--- config.mk ---
export PLATFORM = sky130hd
export DESIGN_NAME = glitc_control_regs
export DESIGN_NICKNAME = d
export VERILOG_FILES = /design/src/hdl/glitc_sample_pkg.sv /design/src/hdl/glitc_reg_pkg.sv /design/src/hdl/glitc_control_regs.sv
export SDC_FILE = /design/constraint.sdc
export NUM_CORES = 1
export LEC_CHECK = 0
export ABC_AREA = 1
export BUFFER_PORTS_ARGS = -buffer_cell sky130_fd_sc_hd__buf_2
export CAP_MARGIN = 0
export CORE_MARGIN = 8
export CORE_UTILIZATION = 30
export CTS_BUF_LIST = sky130_fd_sc_hd__clkbuf_2
export DETAILED_ROUTE_END_ITERATION = 6
export RECOVER_POWER = 50
export SLEW_MARGIN = 20
export SYNTH_ARGS = -nofsm -noshare
export SYNTH_HDL_FRONTEND = slang
export SYNTH_SLANG_ARGS = --single-unit
--- constraint.sdc ---
create_clock -name sysclk_i -period 2.3 [get_ports sysclk_i]
set_clock_uncertainty 0.15 [all_clocks]
set_input_delay 0.23 -clock sysclk_i [delete_from_list [all_inputs] [get_ports sysclk_i]]
set_output_delay 0.23 -clock sysclk_i [all_outputs]
set_load 0.05 [all_outputs]
--- src/hdl/glitc_sample_pkg.sv ---
//////////////////////////////
// Sample, block and beam power definitions for the coincidence trigger.
// Import into any module that handles channel blocks, windows or beam powers.
//////////////////////////////
`default_nettype none

package glitc_sample_pkg;

	// One signed RITC sample.
	localparam int SAMPLE_W = 3;
	// Samples per channel on each system clock.
	localparam int BLOCK_LEN = 16;
	localparam int BLOCK_W = BLOCK_LEN * SAMPLE_W;
	// Previous block plus current block.
	localparam int WINDOW_LEN = 2 * BLOCK_LEN;
	// Sixteen squares of at most 144 each fit in 12 bits.
	localparam int POWER_W = 12;

	typedef logic signed [SAMPLE_W-1:0] sample_t;

	// Sample 0 is the oldest and sits in the low bits.
	typedef sample_t [BLOCK_LEN-1:0] block_t;

	// Positions 0 to 15 hold the previous block, 16 to 31 the current one.
	typedef sample_t [WINDOW_LEN-1:0] window_t;

	typedef logic [POWER_W-1:0] power_t;

endpackage

`default_nettype wire

--- src/hdl/glitc_reg_pkg.sv ---
//////////////////////////////
// User bus widths, register map, version word and reset values
// for the trigger control register block.
//////////////////////////////
`default_nettype none

package glitc_reg_pkg;

	localparam int ADDR_W = 4;
	localparam int DATA_W = 32;

	// Register map.
	localparam logic [ADDR_W-1:0] REG_VERSION = 4'd0;
	localparam logic [ADDR_W-1:0] REG_CONTROL = 4'd1;
	localparam logic [ADDR_W-1:0] REG_THRESHOLD = 4'd2;
	localparam logic [ADDR_W-1:0] REG_BEAM_MASK = 4'd3;
	localparam logic [ADDR_W-1:0] REG_TRIG_COUNT = 4'd4;
	localparam logic [ADDR_W-1:0] REG_LAST_MAX = 4'd5;

	// Beam index position in the last-result word.
	localparam int LAST_BEAM_LSB = 16;

	// Version word fields.
	localparam logic [3:0] VER_BOARDREV = 4'd1;
	localparam logic [3:0] VER_MONTH = 4'd3;
	localparam logic [7:0] VER_DAY = 8'd12;
	localparam logic [3:0] VER_MAJOR = 4'd1;
	localparam logic [3:0] VER_MINOR = 4'd0;
	localparam logic [7:0] VER_REV = 8'd5;
	localparam logic [DATA_W-1:0] VERSION =
		{VER_BOARDREV, VER_MONTH, VER_DAY, VER_MAJOR, VER_MINOR, VER_REV};

	localparam logic [DATA_W-1:0] THRESHOLD_RESET = 32'd4095;
	localparam logic [DATA_W-1:0] MASK_RESET = '1;

endpackage

`default_nettype wire

--- src/hdl/glitc_control_regs.sv ---
//////////////////////////////
// Control and status registers on the local user bus.
// Holds enable, threshold and beam mask, counts triggers and keeps
// the last maximum. Read data appears one cycle after the read strobe.
//////////////////////////////
`default_nettype none

module glitc_control_regs
	import glitc_sample_pkg::*, glitc_reg_pkg::*;
#(
	parameter int NUM_BEAMS = 8,
	localparam int BEAM_W = (NUM_BEAMS > 1) ? $clog2(NUM_BEAMS) : 1
) (
	input wire logic sysclk_i,
	input wire logic reset_i,

	input wire logic user_sel_i,
	input wire logic user_wr_i,
	input wire logic user_rd_i,
	input wire logic [ADDR_W-1:0] user_addr_i,
	input wire logic [DATA_W-1:0] user_dat_i,

	input wire logic max_valid_i,
	input wire power_t max_power_i,
	input wire logic [BEAM_W-1:0] max_beam_i,
	input wire logic trigger_i,

	output logic [DATA_W-1:0] user_dat_o,
	output logic enable_o,
	output power_t threshold_o,
	output logic [NUM_BEAMS-1:0] beam_mask_o
);

	logic enable_q;
	power_t threshold_q;
	logic [NUM_BEAMS-1:0] mask_q;

	logic [DATA_W-1:0] trig_count_q;
	power_t last_power_q;
	logic [BEAM_W-1:0] last_beam_q;

	logic [DATA_W-1:0] rd_data;
	logic [DATA_W-1:0] user_dat_q;

	//////////////////////////////
	// Writable registers.
	//////////////////////////////
	always_ff @(posedge sysclk_i) begin
		if (reset_i) begin
			enable_q <= 1'b0;
			threshold_q <= THRESHOLD_RESET[POWER_W-1:0];
			mask_q <= MASK_RESET[NUM_BEAMS-1:0];
		end else if (user_sel_i && user_wr_i) begin
			case (user_addr_i)
				REG_CONTROL: enable_q <= user_dat_i[0];
				REG_THRESHOLD: threshold_q <= user_dat_i[POWER_W-1:0];
				REG_BEAM_MASK: mask_q <= user_dat_i[NUM_BEAMS-1:0];
				// Read-only and unmapped addresses ignore writes.
				default: ;
			endcase
		end
	end

	//////////////////////////////
	// Trigger statistics.
	//////////////////////////////
	// Saturates at all ones.
	always_ff @(posedge sysclk_i) begin
		if (reset_i) begin
			trig_count_q <= '0;
		end else if (trigger_i && (trig_count_q != '1)) begin
			trig_count_q <= trig_count_q + 1'b1;
		end
	end

	always_ff @(posedge sysclk_i) begin
		if (reset_i) begin
			last_power_q <= '0;
			last_beam_q <= '0;
		end else if (max_valid_i) begin
			last_power_q <= max_power_i;
			last_beam_q <= max_beam_i;
		end
	end

	//////////////////////////////
	// Read path.
	//////////////////////////////
	always_comb begin
		rd_data = '0;
		case (user_addr_i)
			REG_VERSION: rd_data = VERSION;
			REG_CONTROL: rd_data[0] = enable_q;
			REG_THRESHOLD: rd_data[POWER_W-1:0] = threshold_q;
			REG_BEAM_MASK: rd_data[NUM_BEAMS-1:0] = mask_q;
			REG_TRIG_COUNT: rd_data = trig_count_q;
			REG_LAST_MAX: begin
				rd_data[POWER_W-1:0] = last_power_q;
				rd_data[LAST_BEAM_LSB +: BEAM_W] = last_beam_q;
			end
			default: rd_data = '0;
		endcase
	end

	// Data holds until the next read strobe.
	always_ff @(posedge sysclk_i) begin
		if (reset_i) begin
			user_dat_q <= '0;
		end else if (user_sel_i && user_rd_i) begin
			user_dat_q <= rd_data;
		end
	end

	assign user_dat_o = user_dat_q;
	assign enable_o = enable_q;
	assign threshold_o = threshold_q;
	assign beam_mask_o = mask_q;

endmodule

`default_nettype wire

After elaboration in Yosys (flattened, before gate mapping)
Cells that the tools add are included.

word-level totals
  flip-flop bits (word level) = 100
  output and inout bits = 53
  word-level logic and storage cells = 27
  input port bits = 58

operators by class
  $add $sub $neg = 1
  multiplexer cells = 6
  equality and inequality tests = 6
  reduce and logical (&&, ||, !) cells = 7

operators with widths
  cell                                                  count
  case mux 7 bit (5 select lines)                       1
  adder 32 x 1 -> 32 bit (second input constant)        1
  inequality test 32 bit (second input constant)        1
  case mux 13 bit (2 select lines)                      1
  case mux 4 bit (3 select lines)                       1
  case mux 3 bit (3 select lines)                       1
  equality test 4 x 2 -> 1 bit (second input constant)  2
  equality test 4 x 3 -> 1 bit (second input constant)  2
  case mux 4 bit (2 select lines)                       1
  case mux 1 bit (6 select lines)                       1
  AND reduction 2 bit                                   3
  equality test 4 x 1 -> 1 bit (second input constant)  1
  logical NOT 4 bit                                     1
  logical AND 1 bit                                     3

Logic depth before layout (Yosys ltp)
Gate-level depths: netlist of run 1.

  word-level depth = 2
  depth in mapped cells = 11
  depth with buffers taken out = 11

Worst setup path before layout of run 1
OpenSTA, ideal clock, no wires.

  path type = flip-flop to flip-flop
  start = register trig_count_q[0]
  end = register trig_count_q[28]
  path buffers = 1
  required time = 2.035 ns
  period minus slack after synthesis = 1.694 ns
  arrival = 1.429 ns
  slack = 0.606 ns
  cell stages (with the launch flop) = 10
  setup time = 0.115 ns
  cell sequence = dfxtp_1 > ha_1 > nand2_1 > nor2_1 > nand2_2 > nor2_4 > nand3b_4 > buf_6 > a21oi_1 > nor2_1

on the way
  word-level cells in the longest chain between the ends = 2
  elaborated cells between the ends (all ways) = 3
  classes of those cells = add/sub (1); eq/ne (1); reduce/logical (1)

RTL lines
  what                                                            line                      RTL
  start, declared                                                 glitc_control_regs.sv:38  logic [DATA_W-1:0] trig_count_q;
  start signal, assigned                                          glitc_control_regs.sv:72  trig_count_q <= trig_count_q + 1'b1;
  branches (longest 2 deep; another with adder 32 x 1 -> 32 bit)  -

Several ways; the timed one is not identified.
A chain may end at the register's enable or synchronous reset.

==> key figures, run 1 <==
Status
  – Run status: finished clean

Yosys
  – Synthesized Nets: 767
  – Largest family of logic cells by synthesized area: simple AND/OR/NAND/NOR gates
  – Top cell type's share of synthesized area: 0.421
  – Post-synthesis simple-gate area fraction: 0.368
  – Synth Area in Compound Gates: 0.135
  – Cell variety after synth: 32
  – Mux cell area share after synthesis: 0
  – Yosys warning count: 0
  – Dominant cell type by area after synthesis: dfxtp_1
  – Adder-Cell Fraction of Synth Area: 0.00263
  – Number of synthesized register bits: 100
  – Post-synthesis sequential area ratio: 0.421
  – Area contributors post-synth: dfxtp_1, nand2_1, nor2_1
  – Asr flop ratio synth: 0
  – Synthesized area: 0.00475 mm^2
  – XOR/XNOR share of the synthesized area: 0.00369
  – Synth Instances: 708
  – Top FF cell, synth: dfxtp_1
  – Avg Cell Area, Syn: 6.71 um^2
  – Post-synth EDFFs: 0

Detailed routing
  – Wirelength per Cell: 13.8 um
  – Total number of vias: 4964
  – DR vias/cell: 4.70
  – Post-route ant nets: 0
  – DRC viols: 0
  – DR pass1 iterations: 5
  – DRT iter0 DRCs: 350
  – Total Wirelength: 14600 um

Clocking
  – Clock Latency Late Sink: 0.59 ns
  – CTS Buf Count: 9
  – Root cell of the clock tree: clkbuf_2
  – H-tree Lvls: 3
  – Clk slew on worst S/H paths: 0.29 ns
  – Post-CTS Hold Buffers: 46
  – Post-CTS resize count: 0
  – CTS tree: done
  – Clk sink count: 100
  – Postcts setup bufs: 0
  – CTS max path bufs: 2

Floorplanning
  – Initial Util: 0.304
  – Chip width: 142 um
  – I/O pin count: 111
  – Core Area: 0.0157 mm^2
  – Die height: 142 um
  – Die Footprint: 0.0201 mm^2
  – Cell Rows: 46

STA
  – Final setup violation count: 0
  – Slew at the pin closest to its max-slew limit: 0.718 ns
  – RSZ-0062 raised after global routing: no
  – Final min period: 2.18 ns
  – Crit share post-route: 0.947
  – Fmax: 0.459 GHz
  – Final hold slack: 0.167 ns
  – Final hold vios: 0
  – Slew Viols, Final: 0
  – Setup_tns: 0 ns
  – Max-Slew Margin vs Limit: 0.521

Power and ir drop
  – Max VDD drop: 0.262 mV
  – Logic pwr share: 0.130
  – Net switching power: 0.896 mW
  – Switching Share: 0.291
  – Pint: 2.18 mW
  – Clock power frac: 0.281
  – Leak: 2.39 nW
  – Pwr Density: 518 mW/mm^2
  – Flop pwr share: 0.589

Final layout
  – # fillers: 1758
  – Nets: 895
  – Synthesis-to-layout area growth: 25.1%
  – # diodes: 0
  – Share of layout cells above drive strength 1: 0.122

Setup path
  – Setup crit start kind: primary input
  – CP required: 2.72 ns
  – CP max FO: 33
  – Kind of critical path: in2reg
  – Critical path data arrival time: 2.60 ns
  – Crit end category: flop
  – Flop-to-flop setup slack: 0.30 ns

Placed design
  – GP Congestion: 0.893
  – Dpl hpwl: 10700 um
  – IO Port Bufs: 90

Global route
  – Tot GR Track Use: 0.143
  – GRT overflow: 0
  – Largest net degree at the start of global routing: 46
  – Vias in the first global route: 4559
  – Antenna violations before repair: 0
  – First-pass GRT wire length: 23300 um

Run
  – Max-cap violations: 0

Hold path
  – HP Class: in2reg
## critical path, stage by stage
cell and delay (ns):
dlygate4sd3_1 0.54, buf_2 0.24, inv_1 0.53, buf_12 0.26, o21ai_0 0.12, nor2_1 0.10
dlygate4sd3_1 0.56
## area by class of cell
class | count | area, um^2 | area share
Sequential cell | 100 | 2000 | 0.337
Multi-Input combinational cell | 532 | 2420 | 0.407
Clock inverter | 7 | 75.1 | 0.0126
Inverter | 47 | 178 | 0.0299
Timing Repair Buffer | 146 | 956 | 0.161
Tap cell | 216 | 270 | 0.0454
Clock buffer | 9 | 45.0 | 0.00757
## per-layer routing
layer	track usage	wire [um]	share of wire	up-vias
met3	0.0380	864	0.059	14
met4	0.0322	133	0.0091	0
li1	-	-	-	2554
met2	0.231	6770	0.46	148
met5	0	0	0	-
met1	0.187	6810	0.47	2248
## cell usage after synthesis, types with 3 or more instances
master and number:
buf_6 4, inv_2 3, dfxtp_1 100, inv_1 41, nand2_2 7, a31oi_1 6
nor3_1 5, nor2_1 94, nand4_1 10, nor2_4 7, buf_2 7, o21ai_0 52
nand2_1 213, clkbuf_1 16, a21oi_1 64, nor2_2 5, nand3_1 53
## power groups by stage
stage	registers [mW]	logic (mW)	clock network [mW]
CTS	1.81	0.406	0.892
finish	1.81	0.400	0.864
floorplan	1.94	0.135	0
global route	1.82	0.434	0.968
detailed placement	1.84	0.345	0
global placement	1.84	0.343	0
## sequential cells by signal, summed over array words and instances, names as in the netlist
register      count
trig_count_q     32
user_dat_o       32
last_power_q     12
threshold_o      12
beam_mask_o       8
last_beam_q       3
enable_o          1
## logic make-up after synthesis
family,count (synthesis)
AOI/OAI and AO/OA,126
DFF,100
buffers and inverters,76
xor gates and xnor gates,2
and+or+nand+nor,403
adders and majority gates,1
## worst paths after layout
path,endpoint,cells past startpoint,from
worst max register to register,trig_count_q[7],10,trig_count_q[0]
worst max-delay path,last_power_q[0],7,reset_i
worst min-delay path,user_dat_o[9],6,user_sel_i
worst min register to register,last_beam_q[1],2,last_beam_q[1]
## cells in the final DEF (no fill, tap or decap), types with 2 or more instances in the layout
cell           Yosys  routed
nand2_1          213     213
dfxtp_1          100     100
nor2_1            94      94
a21oi_1           64      64
nand3_1           53      53
o21ai_0           52      52
buf_2              7      51
dlygate4sd3_1      0      46
inv_1             41      41
clkbuf_1          16      40
nand4_1           10      10
clkbuf_2           0      10
nand2_2            7       7
nor2_4             7       7
a31oi_1            6       6
buf_4              1       6
nor2_2             5       5
nor3_1             5       5
inv_2              3       3
clkinv_1           2       3
nand2_4            2       2
and2_1             2       2
nand3_2            2       2
xor2_1             2       2
o21ai_1            2       2
clkinvlp_4         0       2
clkinv_4           0       2
buf_12             0       2
## per-stage QoR
stage	setup slack, ns	total power [mW]	cell area (um^2)	utilization	std cells
finish	0.121	3.08	5950	0.380	1057
global route	0.0764	3.22	5950	0.380	1057
CTS	0.287	3.11	6000	0.383	1057
detailed placement	0.320	2.19	5420	0.346	995
global placement	0.361	2.19	5420	0.346	995
floorplan	0.606	2.07	4750	-	708
(Power assumes the default switching activity.)
==> run 2, diff against run 1 <==
CORE_UTILIZATION = 50   (was 30)
PLACE_DENSITY = 0.75   (was unset)
==> run 2 against run 1 <==
Die area is 36% lower; worst setup slack worse by 0.11 ns; non-clock buffer count is 1 higher; clock power is 4.3% lower; final area is 2.5% lower; global-route usage is 8.6 points higher; combinational power hardly changed; clock-buffer cell count stayed put; critical endpoint is now user_dat_o[2]; largest power group unchanged; highest routed layer unchanged.
==> key figures, run 2 (synthesis gave the netlist of run 1 again) <==
Clocking
  – CTS max path bufs: 2 (unchanged)
  – Clk sink count: 100 (unchanged)
  – CTS Buf Count: 9 (unchanged)
  – Clock Latency Late Sink: 0.59 ns (about the same)
  – Postcts setup bufs: 0 (unchanged)
  – H-tree Lvls: 3 (unchanged)
  – Clk slew on worst S/H paths: 0.31 ns (+0.02 ns)
  – CTS tree: done
  – Root cell of the clock tree: clkbuf_2

Detailed routing
  – Post-route ant nets: 0 (unchanged)
  – Total Wirelength: 14800 um (+1.8%)
  – DR vias/cell: 5.37 (+14%)
  – DRC viols: 0 (unchanged)
  – Wirelength per Cell: 15.3 um (+11%)
  – Total number of vias: 5219 (+5.1%)
  – DR pass1 iterations: 6 (+1)
  – DRT iter0 DRCs: 579 (+65%)

Power and ir drop
  – Max VDD drop: 0.410 mV (+56%)
  – Pwr Density: 524 mW/mm^2 (+1.3%)
  – Leak: 2.38 nW (-0.52%)

Floorplanning
  – Chip width: 113 um (-20%)
  – Cell Rows: 35 (-24%)
  – Die Footprint: 0.0129 mm^2 (-36%)
  – Core Area: 0.00924 mm^2 (-41%)
  – Initial Util: 0.514 (+0.211)
  – I/O pin count: 111 (unchanged)
  – Die height: 113 um (-20%)

STA
  – RSZ-0062 raised after global routing: no
  – Slew Viols, Final: 0 (unchanged)
  – Final min period: 2.29 ns (+0.112 ns)
  – Final setup violation count: 0 (unchanged)
  – Max-Slew Margin vs Limit: 0.565 (+0.0435)
  – Crit share post-route: 0.996 (+0.0488)
  – Fmax: 0.437 GHz (-4.9%)
  – Final hold vios: 0 (unchanged)
  – Slew at the pin closest to its max-slew limit: 0.653 ns (-0.0644 ns)
  – Setup_tns: 0 ns (unchanged)

Final layout
  – Synthesis-to-layout area growth: 22.0%
  – Most frequent cells in the layout: nand2_1, dfxtp_1, nor2_1
  – Nets: 896 (+0.11%)
  – Commonest non-fill, non-tap cell in the layout: nand2_1
  – Final instance area: 0.00580 mm^2 (-2.5%)
  – # diodes: 0 (unchanged)
  – Share of layout cells above drive strength 1: 0.112 (-0.0108)

Setup path
  – End point of the critical path: user_dat_o[2]
  – Reg2reg start: trig_count_q[0]
  – Worst setup path start: user_addr_i[1]
  – Most Frequent Cell on Critical Path: dlygate4sd3_1
  – Kind of critical path: in2reg
  – Worst R2R Path Depth: 10 (unchanged)
  – CP Depth: 8 (+1)
  – Worst reg2reg path endpoint: trig_count_q[7]
  – Worst Path Buf+Inv: 4 (-1)
  – Flop-to-flop setup slack: 0.27 ns (-0.03 ns)
  – Critical-path cell list: dlygate4sd3_1 > buf_2 > nand2_1 > dlygate4sd3_1 > nor2_4 > dlygate4sd3_1 > nand2_1 > a41oi_1
  – Setup crit start kind: primary input
  – CP required: 2.70 ns (-0.02 ns)
  – Largest stage delay on the critical path: 0.64 ns (+0.08 ns)
  – CP max FO: 9 (-73%)
  – Crit end category: flop
  – Crit path max-delay family: buffers and inverters
  – Slowest CP cell: dlygate4sd3_1
  – Critical path data arrival time: 2.69 ns (+0.09 ns)

Run
  – Max-cap violations: 0 (unchanged)

Placed design
  – Dpl cell area: 0.00531 mm^2 (-2.1%)
  – Dpl hpwl: 10400 um (-3.1%)
  – IO Port Bufs: 90 (unchanged)
  – GP Congestion: 0.903 (+1.1%)

Hold path
  – HP Class: in2reg

Global route
  – Tot GR Track Use: 0.229 (+0.0862)
  – Vias in the first global route: 5014 (+10%)
  – Largest net degree at the start of global routing: 46 (unchanged)
  – Antenna violations before repair: 0 (unchanged)
  – GRT overflow: 0 (unchanged)
  – First-pass GRT wire length: 24300 um (+4.0%)

Status
  – Run status: finished clean
run 2: cell count changes in the layout (fill, tap and decap cells not counted):
cell,before,now
clkinvlp_4,2,0
o21ai_0,52,51
clkinv_2,1,2
o21ai_1,2,3
buf_12,2,0
clkbuf_1,40,51
buf_2,51,40
clkinv_8,0,1
inv_8,0,1
buf_4,6,9
bufinv_16,1,0
inv_6,1,2
clkinv_1,3,2
run 2: final cells by class:
cell class / count / area (um^2)
clock buffers: 9 / 45.0
multi-input cells: 532 / 2420
fillers: 851 / 3440
repair buffers: 147 / 925
inverters: 47 / 178
well taps: 129 / 161
clock inverters: 7 / 67.6
flip-flops and latches: 100 / 2000
run 2: metal layers:
layer,vias to the layer above,wire [um],track usage
li1,2554,-,-
met1,2400,6170,0.273
met2,224,7180,0.391
met3,41,1020,0.0470
met4,0,454,0.0995
met5,-,0,0
run 2: worst min-delay path by stage:
stage | cells past startpoint | end | slack, ns | startpoint
floorplan | 2 | beam_mask_o[0] | 0.19 | user_dat_i[0]
global placement | 3 | threshold_o[8] | 0.28 | user_dat_i[8]
detailed placement | 3 | threshold_o[10] | 0.29 | user_dat_i[10]
CTS | 6 | user_dat_o[16] | 0.01 | user_addr_i[3]
global route | 6 | user_dat_o[2] | 0.06 | user_addr_i[3]
finish | 6 | user_dat_o[16] | 0.05 | user_addr_i[3]
run 2: tightest hold or removal path: stages:
cell and delay, ns:
buf_2 0.09, nor2_1 0.06, nand2_1 0.19, o22ai_1 0.11, nand2_1 0.06, a21oi_1 0.05
run 2: per-stage QoR:
stage | util | power [mW] | hold WS [ns] | cells | setup WS, ns
2_1_floorplan | - | 2.07 | 0.193 | 708 | 0.606
3_3_place_gp | 0.574 | 2.17 | 0.282 | 909 | 0.357
3_5_place_dp | 0.574 | 2.18 | 0.287 | 909 | 0.316
4_1_cts | 0.636 | 3.06 | 0.0135 | 971 | 0.0964
5_1_grt | 0.628 | 3.18 | 0.0567 | 971 | 0.0593
6_report | 0.628 | 3.04 | 0.0522 | 971 | 0.00909
run 2: repair_timing:
| item | CTS | global route |
|---|---|---|
| hold buffers | 46 | 0 |
| endpoints found under the hold margin | 61 | 0 |
| resized for setup | 0 | 1 |
| setup endpoints to repair | 0 | 1 |
run 2: power breakdown:
part	total [mW]	switching (mW)	internal, mW	leakage, nW
clock	0.827	0.654	0.173	0.0715
combinational	0.397	0.262	0.135	1.49
sequential	1.82	0.0269	1.79	0.814
total	3.04	0.943	2.10	2.38
==> run 3, diff against run 2 <==
PLACE_DENSITY = 0.78   (was 0.75)
clock period = 2.1 ns   (was 2.3 ns; I/O delays follow)
==> run 3 against run 2 <==
Sequential power grew 9%; total power up 11%; worst setup slack gained 0.045 ns; global-route usage up 0.55 points; sequential cell count unchanged; clock-buffer cell count unchanged; critical path type unchanged; critical endpoint is now user_dat_o[9].
==> key figures, run 3 (synthesis gave the netlist of run 1 again) <==
Floorplanning
  – Die height: 113 um (unchanged)
  – I/O pin count: 111 (unchanged)
  – Core Area: 0.00924 mm^2 (unchanged)
  – Cell Rows: 35 (unchanged)
  – Die Footprint: 0.0129 mm^2 (unchanged)
  – Initial Util: 0.514 (unchanged)
  – Chip width: 113 um (unchanged)

Final layout
  – # diodes: 0 (unchanged)
  – # fillers: 794 (-6.7%)
  – Final instance area: 0.00599 mm^2 (+3.3%)
  – Nets: 904 (+0.89%)
  – Share of layout cells above drive strength 1: 0.187 (+0.0754)
  – Synthesis-to-layout area growth: 26.0%
  – Most frequent cells in the layout: nand2_1, dfxtp_1, nor2_1
  – Commonest non-fill, non-tap cell in the layout: nand2_1
  – Fin cells: 979 (+0.82%)

Global route
  – Tot GR Track Use: 0.235 (+0.00554)
  – Antenna violations before repair: 0 (unchanged)
  – Vias in the first global route: 5109 (+1.9%)
  – GRT overflow: 0 (unchanged)
  – Largest net degree at the start of global routing: 81 (+76%)
  – First-pass GRT wire length: 24700 um (+1.8%)

Run
  – Max-cap violations: 0 (unchanged)

Placed design
  – Dpl cell area: 0.00537 mm^2 (+1.1%)
  – Dpl hpwl: 10500 um (+1.6%)
  – IO Port Bufs: 90 (unchanged)
  – Cells after DPL: 915 (+0.66%)
  – GP Congestion: 0.913 (+1.1%)

Detailed routing
  – Wirelength per Cell: 15.7 um (+2.9%)
  – Total number of vias: 5366 (+2.8%)
  – Total Wirelength: 15400 um (+3.8%)
  – DR pass1 iterations: 6 (unchanged)
  – DRT iter0 DRCs: 608 (+5.0%)
  – Post-route ant nets: 0 (unchanged)
  – DR vias/cell: 5.48 (+2.0%)
  – DRC viols: 0 (unchanged)

STA
  – Slew at the pin closest to its max-slew limit: 0.648 ns (-0.00527 ns)
  – Crit share post-route: 0.974
  – Slew Viols, Final: 0 (unchanged)
  – Max-Slew Margin vs Limit: 0.568 (+0.00304)
  – Final min period: 2.05 ns
  – Fmax: 0.489 GHz
  – Final hold vios: 0 (unchanged)
  – Final setup violation count: 0 (unchanged)

Clocking
  – CTS max path bufs: 2 (unchanged)
  – Clk slew on worst S/H paths: 0.31 ns (about the same)
  – Clock Latency Late Sink: 0.63 ns (+0.04 ns)
  – Clk sink count: 100 (unchanged)
  – H-tree Lvls: 3 (unchanged)
  – CTS Buf Count: 9 (unchanged)
  – Postcts setup bufs: 0 (unchanged)
  – Root cell of the clock tree: clkbuf_2
  – CTS tree: done

Power and ir drop
  – Leak: 2.60 nW (+9.3%)
  – Max VDD drop: 0.404 mV (-1.4%)
  – Pwr Density: 562 mW/mm^2 (+7.1%)

Setup path
  – CP required: 2.55 ns (-0.15 ns)
  – CP max FO: 13 (+4)
  – Critical path data arrival time: 2.50 ns (-0.19 ns)
  – Most Frequent Cell on Critical Path: dlygate4sd3_1
  – Critical-path cell list: dlygate4sd3_1 > buf_2 > nand2_1 > dlygate4sd3_1 > buf_4 > nand2_1 > a21oi_1 > dlygate4sd3_1
  – Crit end category: flop
  – Kind of critical path: in2reg
  – Slowest CP cell: dlygate4sd3_1
  – Setup crit start kind: primary input
  – Largest stage delay on the critical path: 0.58 ns (-0.06 ns)

Status
  – Run status: finished clean

Hold path
  – HP Class: in2reg
## run 3: cell count changes in the layout (fill, tap and decap cells not counted), moves of 2 or more
cell | previous run | this run
buf_12 | 0 | 3
nor2_1 | 94 | 92
clkbuf_1 | 51 | 0
inv_2 | 3 | 5
nand2_1 | 213 | 211
nand2_2 | 7 | 10
inv_1 | 41 | 39
buf_4 | 9 | 13
buf_2 | 40 | 90
## run 3: final timing paths
path,from,end,slack (ns),cells after the start
max,user_rd_i,user_dat_o[9],0.05,8
min,max_valid_i,last_power_q[5],0.09,3
max reg2reg,trig_count_q[1],trig_count_q[8],0.18,8
min reg2reg,last_power_q[6],last_power_q[6],0.32,2
## run 3: critical path: cells and delay by family
kind	cells	cell delay, ns
compound gates	1	0.15
buf+inv	5	2.00
simple gates	2	0.14
## run 3: routing by layer
layer	routed length, um	global-route usage	share of wire
met5	0	0	0
met1	6320	0.275	0.41
met3	1140	0.0560	0.074
met2	7320	0.397	0.48
met4	614	0.108	0.040
## run 3: cell type report
class,count,area [um^2],share of cell area
multi-input combinational,533,2440,0.408
sequential,100,2000,0.334
timing repair buffer,154,1090,0.182
inverter,47,178,0.0297
tap,129,161,0.0269
clock inverter,7,67.6,0.0113
clock buffer,9,45.0,0.00752
## run 3: report_power, final
part	leakage, nW	total (mW)	internal (mW)	switching, mW
Clock	0.0719	0.918	0.191	0.727
Combinational	1.71	0.458	0.164	0.294
Sequential	0.815	1.99	1.96	0.0278
## run 3: metrics by stage
| stage | utilization | total power [mW] | setup TNS, ns | setup WS [ns] | hold WS (ns) |
|---|---|---|---|---|---|
| global route | 0.648 | 3.49 | -0.00389 | -0.00389 | 0.101 |
| global placement | 0.581 | 2.38 | 0 | 0.243 | 0.262 |
| CTS | 0.644 | 3.35 | 0 | 0.0125 | 0.0550 |
| finish | 0.648 | 3.36 | 0 | 0.0545 | 0.0872 |
| detailed placement | 0.581 | 2.39 | 0 | 0.156 | 0.268 |
| floorplan | - | 2.27 | 0 | 0.406 | 0.173 |
## run 3: what timing repair did
item | CTS | global route
gates resized for setup | 0 | 13
hold buffers | 47 | 0
hold endpoints to repair | 64 | 0
setup endpoints to repair | 0 | 11
